### src/include/iir_config.svh
// Width and size macros for the biquad cascade, included by the package and every RTL module
`ifndef IIR_CONFIG_SVH
`define IIR_CONFIG_SVH

// Sample and coefficient word width
`define IIR_DATA_W 16

// Accumulator width, wraps modulo 2^32
`define IIR_ACC_W 32

// Q2.14 coefficients, also the output shift
`define IIR_COEF_FRAC 14

// Number of cascaded biquads (1 to 4)
`define IIR_NUM_SECTIONS 2

// Index of a coefficient inside one set, 0 = b0 up to 4 = a2
`define IIR_COEF_IDX_W 3

`endif

### src/logic/iir_pkg.sv
// Shared sample, coefficient and MAC command types for the biquad cascade RTL and testbench
`include "iir_config.svh"

package iir_pkg;

    // Section select width, at least one bit
    localparam int unsigned IIR_SECT_W =
        (`IIR_NUM_SECTIONS > 1) ? $clog2(`IIR_NUM_SECTIONS) : 1;

    // One sample moving between sections
    typedef struct packed {
        logic                          valid; // One-cycle strobe
        logic signed [`IIR_DATA_W-1:0] data;
    } sample_t;

    // Coefficients of one section, all Q2.14
    typedef struct packed {
        logic signed [`IIR_DATA_W-1:0] b0;
        logic signed [`IIR_DATA_W-1:0] b1;
        logic signed [`IIR_DATA_W-1:0] b2;
        logic signed [`IIR_DATA_W-1:0] a1;
        logic signed [`IIR_DATA_W-1:0] a2;
    } coef_set_t;

    // One coefficient write
    typedef struct packed {
        logic                          en;
        logic [IIR_SECT_W-1:0]         sect;
        logic [`IIR_COEF_IDX_W-1:0]    idx;  // 0 = b0 ... 4 = a2
        logic signed [`IIR_DATA_W-1:0] data;
    } coef_wr_t;

    // Command from a section to its MAC
    typedef enum logic [1:0] {
        MAC_LOAD_ADD = 2'd0,  // acc = a*b
        MAC_ACC_ADD  = 2'd1,  // acc += a*b
        MAC_ACC_SUB  = 2'd2   // acc -= a*b
    } mac_op_t;

endpackage

### src/logic/mac_unit.sv
// Behavioral signed 16x16 multiply-accumulate unit, one instance per biquad section
`include "iir_config.svh"

module mac_unit
    import iir_pkg::*;
(
    input  logic                          clk,
    input  logic                          reset,
    input  logic                          en_i,   // Update accumulator this edge
    input  mac_op_t                       op_i,
    input  logic signed [`IIR_DATA_W-1:0] a_i,    // Coefficient
    input  logic signed [`IIR_DATA_W-1:0] b_i,    // History sample
    output logic signed [`IIR_ACC_W-1:0]  acc_o
);

    logic signed [`IIR_ACC_W-1:0] prod;
    logic signed [`IIR_ACC_W-1:0] acc_q;

    // Full-width signed product, both operands sign-extended
    assign prod = a_i * b_i;

    always_ff @(posedge clk or posedge reset) begin
        if (reset) begin
            acc_q <= '0;
        end else if (en_i) begin
            case (op_i)
                MAC_LOAD_ADD: acc_q <= prod;          // Start of a new sum
                MAC_ACC_ADD:  acc_q <= acc_q + prod;  // Wraps mod 2^32
                MAC_ACC_SUB:  acc_q <= acc_q - prod;
                default:      acc_q <= acc_q;
            endcase
        end
    end

    assign acc_o = acc_q;

    // Section must always issue a known command
    a_op_known: assert property (
        @(posedge clk) disable iff (reset)
        en_i |-> !$isunknown(op_i)
    ) else $error("mac_unit: unknown op with enable high");

endmodule

### src/logic/biquad_section.sv
// Direct-form-I biquad section, five products over one shared MAC, chained by the cascade top
`include "iir_config.svh"

module biquad_section
    import iir_pkg::*;
(
    input  logic      clk,
    input  logic      reset,
    input  coef_set_t coef_i,    // Read in every product state
    input  sample_t   sample_i,  // Taken only when idle
    output sample_t   sample_o   // One-cycle strobe with y[n]
);

    localparam int unsigned Y_LSB = `IIR_COEF_FRAC;
    localparam int unsigned Y_MSB = `IIR_COEF_FRAC + `IIR_DATA_W - 1;

    typedef enum logic [2:0] {
        ST_IDLE  = 3'd0,
        ST_P0    = 3'd1,  // b0 * x[n]
        ST_P1    = 3'd2,  // + b1 * x[n-1]
        ST_P2    = 3'd3,  // + b2 * x[n-2]
        ST_P3    = 3'd4,  // - a1 * y[n-1]
        ST_P4    = 3'd5,  // - a2 * y[n-2]
        ST_DRAIN = 3'd6,  // Last product lands in acc
        ST_DONE  = 3'd7
    } state_t;

    state_t state;
    state_t state_nxt;

    // History registers cleared by reset
    logic signed [`IIR_DATA_W-1:0] x0;
    logic signed [`IIR_DATA_W-1:0] x1;
    logic signed [`IIR_DATA_W-1:0] x2;
    logic signed [`IIR_DATA_W-1:0] y1;
    logic signed [`IIR_DATA_W-1:0] y2;

    logic                          mac_en;
    mac_op_t                       mac_op;
    logic signed [`IIR_DATA_W-1:0] mac_a;
    logic signed [`IIR_DATA_W-1:0] mac_b;
    logic signed [`IIR_ACC_W-1:0]  mac_acc;
    logic signed [`IIR_DATA_W-1:0] y_new;

    mac_unit i_mac_unit (
        .clk   (clk),
        .reset (reset),
        .en_i  (mac_en),
        .op_i  (mac_op),
        .a_i   (mac_a),
        .b_i   (mac_b),
        .acc_o (mac_acc)
    );

    // Arithmetic shift by 14 keeping 16 bits with wrap
    assign y_new = mac_acc[Y_MSB:Y_LSB];

    always_comb begin
        state_nxt = state;
        case (state)
            ST_IDLE:  if (sample_i.valid) state_nxt = ST_P0;
            ST_P0:    state_nxt = ST_P1;
            ST_P1:    state_nxt = ST_P2;
            ST_P2:    state_nxt = ST_P3;
            ST_P3:    state_nxt = ST_P4;
            ST_P4:    state_nxt = ST_DRAIN;
            ST_DRAIN: state_nxt = ST_DONE;
            ST_DONE:  state_nxt = ST_IDLE;
            default:  state_nxt = ST_IDLE;
        endcase
    end

    always_ff @(posedge clk or posedge reset) begin
        if (reset) begin
            state <= ST_IDLE;
        end else begin
            state <= state_nxt;
        end
    end

    // Operand and command select for the shared MAC
    always_comb begin
        mac_en = 1'b1;
        mac_op = MAC_ACC_ADD;
        mac_a  = coef_i.b0;
        mac_b  = x0;
        case (state)
            ST_P0: mac_op = MAC_LOAD_ADD;
            ST_P1: begin
                mac_a = coef_i.b1;
                mac_b = x1;
            end
            ST_P2: begin
                mac_a = coef_i.b2;
                mac_b = x2;
            end
            ST_P3: begin
                mac_op = MAC_ACC_SUB;  // Feedback terms subtract
                mac_a  = coef_i.a1;
                mac_b  = y1;
            end
            ST_P4: begin
                mac_op = MAC_ACC_SUB;
                mac_a  = coef_i.a2;
                mac_b  = y2;
            end
            default: mac_en = 1'b0;
        endcase
    end

    always_ff @(posedge clk or posedge reset) begin
        if (reset) begin
            x0 <= '0;
            x1 <= '0;
            x2 <= '0;
            y1 <= '0;
            y2 <= '0;
        end else if (state == ST_IDLE && sample_i.valid) begin
            x0 <= sample_i.data;
        end else if (state == ST_DONE) begin
            // Shift history once y[n] has gone out
            x1 <= x0;
            x2 <= x1;
            y1 <= y_new;
            y2 <= y1;
        end
    end

    assign sample_o.valid = (state == ST_DONE);
    assign sample_o.data  = y_new;

    a_state_known: assert property (
        @(posedge clk) disable iff (reset)
        !$isunknown(state)
    ) else $error("biquad_section: state register unknown");

    a_strobe_single: assert property (
        @(posedge clk) disable iff (reset)
        sample_o.valid |=> !sample_o.valid
    ) else $error("biquad_section: output strobe longer than one cycle");

endmodule

### src/logic/coef_bank.sv
// Coefficient register file with one Q2.14 set per biquad section, loaded through the write port
`include "iir_config.svh"

module coef_bank
    import iir_pkg::*;
(
    input  logic                                  clk,
    input  logic                                  reset,
    input  coef_wr_t                              coef_wr_i,
    output coef_set_t [`IIR_NUM_SECTIONS-1:0]     coef_o
);

    coef_set_t [`IIR_NUM_SECTIONS-1:0] bank_q;

    always_ff @(posedge clk or posedge reset) begin
        if (reset) begin
            bank_q <= '0;
        end else if (coef_wr_i.en) begin
            for (int s = 0; s < `IIR_NUM_SECTIONS; s++) begin
                if (coef_wr_i.sect == IIR_SECT_W'(s)) begin
                    case (coef_wr_i.idx)
                        `IIR_COEF_IDX_W'(0): bank_q[s].b0 <= coef_wr_i.data;
                        `IIR_COEF_IDX_W'(1): bank_q[s].b1 <= coef_wr_i.data;
                        `IIR_COEF_IDX_W'(2): bank_q[s].b2 <= coef_wr_i.data;
                        `IIR_COEF_IDX_W'(3): bank_q[s].a1 <= coef_wr_i.data;
                        `IIR_COEF_IDX_W'(4): bank_q[s].a2 <= coef_wr_i.data;
                        default: ;  // Out of range, flagged below
                    endcase
                end
            end
        end
    end

    // Visible to the sections the cycle after the write
    assign coef_o = bank_q;

    a_wr_in_range: assert property (
        @(posedge clk) disable iff (reset)
        coef_wr_i.en |-> (coef_wr_i.sect < `IIR_NUM_SECTIONS) && (coef_wr_i.idx <= 4)
    ) else $error("coef_bank: write to section %0d index %0d out of range",
                  coef_wr_i.sect, coef_wr_i.idx);

endmodule

### src/logic/iir_cascade_top.sv
// Top of the biquad cascade, joining the coefficient bank to a chain of time-multiplexed sections
`include "iir_config.svh"

module iir_cascade_top
    import iir_pkg::*;
(
    input  logic     clk,
    input  logic     reset,
    input  sample_t  sample_i,   // Spaced at least 8 cycles apart
    input  coef_wr_t coef_wr_i,
    output sample_t  sample_o    // Last section output
);

    coef_set_t [`IIR_NUM_SECTIONS-1:0] coef;

    // Link k feeds section k, the last link is the output
    sample_t [`IIR_NUM_SECTIONS:0] link;

    coef_bank i_coef_bank (
        .clk       (clk),
        .reset     (reset),
        .coef_wr_i (coef_wr_i),
        .coef_o    (coef)
    );

    assign link[0] = sample_i;

    for (genvar k = 0; k < `IIR_NUM_SECTIONS; k++) begin : g_section
        biquad_section i_biquad_section (
            .clk      (clk),
            .reset    (reset),
            .coef_i   (coef[k]),
            .sample_i (link[k]),
            .sample_o (link[k+1])
        );
    end

    assign sample_o = link[`IIR_NUM_SECTIONS];  // 7 cycles per section behind the input

endmodule

### config.mk
export PLATFORM = sky130hd
export DESIGN_NAME = iir_cascade_top
export DESIGN_NICKNAME = d
export VERILOG_FILES = /design/src/logic/iir_pkg.sv /design/src/logic/mac_unit.sv /design/src/logic/biquad_section.sv /design/src/logic/coef_bank.sv /design/src/logic/iir_cascade_top.sv
export VERILOG_INCLUDE_DIRS = /design/src /design/src/include
export SDC_FILE = /design/constraint.sdc
export NUM_CORES = 2
export LEC_CHECK = 0
export BUFFER_PORTS_ARGS = -buffer_cell sky130_fd_sc_hd__buf_2
export CAP_MARGIN = 20
export CORE_UTILIZATION = 55
export CTS_BUF_LIST = sky130_fd_sc_hd__clkbuf_4
export CTS_CLUSTER_SIZE = 24
export DETAILED_ROUTE_END_ITERATION = 16
export GPL_TIMING_DRIVEN = 0
export PLACE_DENSITY = 0.71
export RECOVER_POWER = 100
export SETUP_SLACK_MARGIN = 0.5
export SLEW_MARGIN = 20
export SYNTH_ARGS = -nofsm -noshare
export SYNTH_HDL_FRONTEND = slang
export SYNTH_SLANG_ARGS = --single-unit
export TNS_END_PERCENT = 5
### constraint.sdc
create_clock -name clk -period 23.1 [get_ports clk]
set_clock_uncertainty 0.15 [all_clocks]
set_input_delay 1.155 -clock clk [delete_from_list [all_inputs] [get_ports clk]]
set_output_delay 1.155 -clock clk [all_outputs]
set_load 0.005 [all_outputs]
==> run metrics <==
Row Count=98; EDFF count, synth=0; area delta synth->final=7.10%; drt wl/cell=21.1 microns; Die Area=73600 sq um; endpoints failing hold=0; Detailed Route Iter0 Violations=2470; Sink Count=386; IO Count=57; FF/Latch Area=9660 sq um; Routed Antenna Nets=0; vias per cell=5.83; #FFs+latches synth=386; post-synthesis sequential area ratio=0.242; Min-Delay Path Class=reg -> reg; met2 usage=0.522; post-synth top area share=0.250; Post-synth ARST share=1.00; CTS Buffer Depth=3; die height=271 microns; GR Util met3=0.0389; number of global-route vias before repair=31351; Total GRT Usage=0.306; Clock Pin Slew Worst Setup and Hold Paths=80 ps; Worst slew margin=-2.60; FILL cells=6199; fmax=69.1 MHz; GPL Wtd Cong=0.990; met1 Use GR=0.387; setup TNS=0 ps; Yosys cell types=88; Synth area leader=fa_1; slew at the pin closest to its max-slew limit=5400 ps; Worst Setup End Kind=register; top cells by area, synth=fa_1 (25%), dfrtp_1 (24%), mux2_2 (9.0%), ha_1 (6.8%), inv_1 (6.0%); RSZ-0062 raised after global routing=false; global-route wire length before repair=175 mm; CP Max Fanout=10; global route hottest layer=met2; syn_area_per_cell=9.80 sq um; placed insts=5083; core area=71600 sq um; failing checks=capacitance limit, slew limit; Finished Layout Cells=5238; ys flop type=dfrtp_1; R2R setup slack=8630 ps; Cells after Synth=4071; largest net degree at the start of global routing=106; CTS tree=yes; TritonCTS buffer count=97; startpoint types=register; Post-Syn Area=39900 sq um; Tmin final=14470 ps; critical path class=reg -> reg; Resize count post-CTS=0; GRT overflow=0; postcts setup bufs=0; share of cells above drive strength 1=0.137; cts hold-fix bufs=0; drt total wl=110 mm; post-detailed-route DRC marker count=0; Synth Warn #=0; status=finished with violations; multi-input logic area=27300 sq um; WP data arrival=14980 ps; TritonRoute pass-1 iters=6; slowest CP cell=a21oi_1; pins over their slew limit=415; CP required=23610 ps; H-tree Lvls=3; clock latency on the worst-skew pair=830 ps; DP HPWL=89.7 mm; final worst path period share=0.627; number of port buffers=37; initial antenna violation count=3; Setup Viol. Count Final=0; Die Width=271 microns; nets=4988; Vias=30561; Syn Nets=4827; root buf cell=clkbuf_4; Initial Utilization=0.557; max-cap viol count=7; slowest cell delay on critical path=990 ps
==> worst max-delay path, delay by kind of cell (launching register included) <==
kind            cells  cell delay (ps)
fa+ha+maj           8             3570
flops               1              320
compound gates     11             3730
mux                 1              300
buf+inv            12             3920
simple gates        6             1570
xor+xnor            4              680
==> metrics by stage <==
stage          hold slack [ps]  utilization  instance area, sq um  setup WS, ps
2_1_floorplan              306            -                 39900         11070
5_1_grt                    363        0.597                 42700          7960
6_report                   347        0.597                 42700          8630
4_1_cts                    257        0.598                 42800          9230
3_3_place_gp               327        0.576                 41300          6580
3_5_place_dp               333        0.583                 41700          9300
==> kinds of logic after synthesis <==
logic type | Yosys count | synth area share
DFF | 386 | 0.242
adders and majority gates | 716 | 0.318
xor gates and xnor gates | 178 | 0.0400
buffers and inverters | 818 | 0.0787
muxes | 399 | 0.110
and+or+nand+nor | 919 | 0.0983
AOI/OAI and AO/OA | 655 | 0.113
==> cell usage after synthesis, drive strengths merged, types with 67 or more instances <==
| master | count |
|---|---|
| inv | 638 |
| fa | 498 |
| nor2 | 406 |
| dfrtp | 386 |
| nand2 | 319 |
| mux2 | 318 |
| ha | 218 |
| a21oi | 150 |
| o21ai | 124 |
| clkbuf | 122 |
| xnor2 | 110 |
| mux2i | 81 |
| xor2 | 67 |
==> layer usage <==
metal / vias to the layer above / routed length, microns
li1: 13731 / -
met2: 1115 / 54400
met1: 15394 / 43300
met3: 321 / 7040
met4: 0 / 5590
met5: - / 0
==> worst paths after layout <==
| check | start | end | cells past startpoint |
|---|---|---|---|
| max | g_section[0].i_biquad_section.state[0] | register | 42 |
| min | register | register | 2 |
| max reg2reg | g_section[0].i_biquad_section.state[0] | register | 42 |
| min reg2reg | register | register | 2 |
| max in group asynchronous | reset | i_coef_bank.coef_o[80] | 4 |
| min in group asynchronous | reset | asynchronous set/reset pin | 2 |
==> registers in the layout (all words and copies together) (netlist names) <==
name and cells:
g_section.i_biquad_section.i_mac_unit.acc_o 60, g_section.i_biquad_section.state 6, g_section.i_biquad_section.x0 32, g_section.i_biquad_section.x1 32, g_section.i_biquad_section.x2 32, g_section.i_biquad_section.y1 32, g_section.i_biquad_section.y2 32, i_coef_bank.coef_o 160
==> cells in the final DEF (no fill, tap or decap), drive strengths merged, types with 19 or more instances in the layout <==
cell | Yosys | layout
a21o | 45 | 45
dfrtp | 386 | 386
nor3 | 24 | 24
clkinv | 2 | 21
inv | 638 | 641
a221o | 24 | 24
o22ai | 23 | 23
mux2 | 318 | 318
clkbuf | 122 | 283
buf | 56 | 85
nor2b | 22 | 22
xnor2 | 110 | 110
a22oi | 51 | 51
nand3 | 30 | 30
a31oi | 19 | 19
ha | 218 | 218
nand2b | 37 | 37
a221oi | 38 | 38
a21oi | 150 | 150
a22o | 22 | 22
xor2 | 67 | 67
nor2 | 406 | 406
o21ai | 124 | 124
nand2 | 319 | 319
o21a | 43 | 43
mux2i | 81 | 81
fa | 498 | 498
==> area by class of cell <==
| cell class | count | share of cell area |
|---|---|---|
| multi-input combinational | 2867 | 0.638 |
| antenna | 2 | 0.000117 |
| timing repair buffer | 62 | 0.00852 |
| sequential | 386 | 0.226 |
| inverter | 640 | 0.0563 |
| tap | 950 | 0.0278 |
| buffer | 178 | 0.0169 |
| clock buffer | 128 | 0.0225 |
| clock inverter | 25 | 0.00384 |
Power is left out: the tool's default activity adds up to more than one toggle a clock period on the data nets, which glitch-free logic cannot reach.
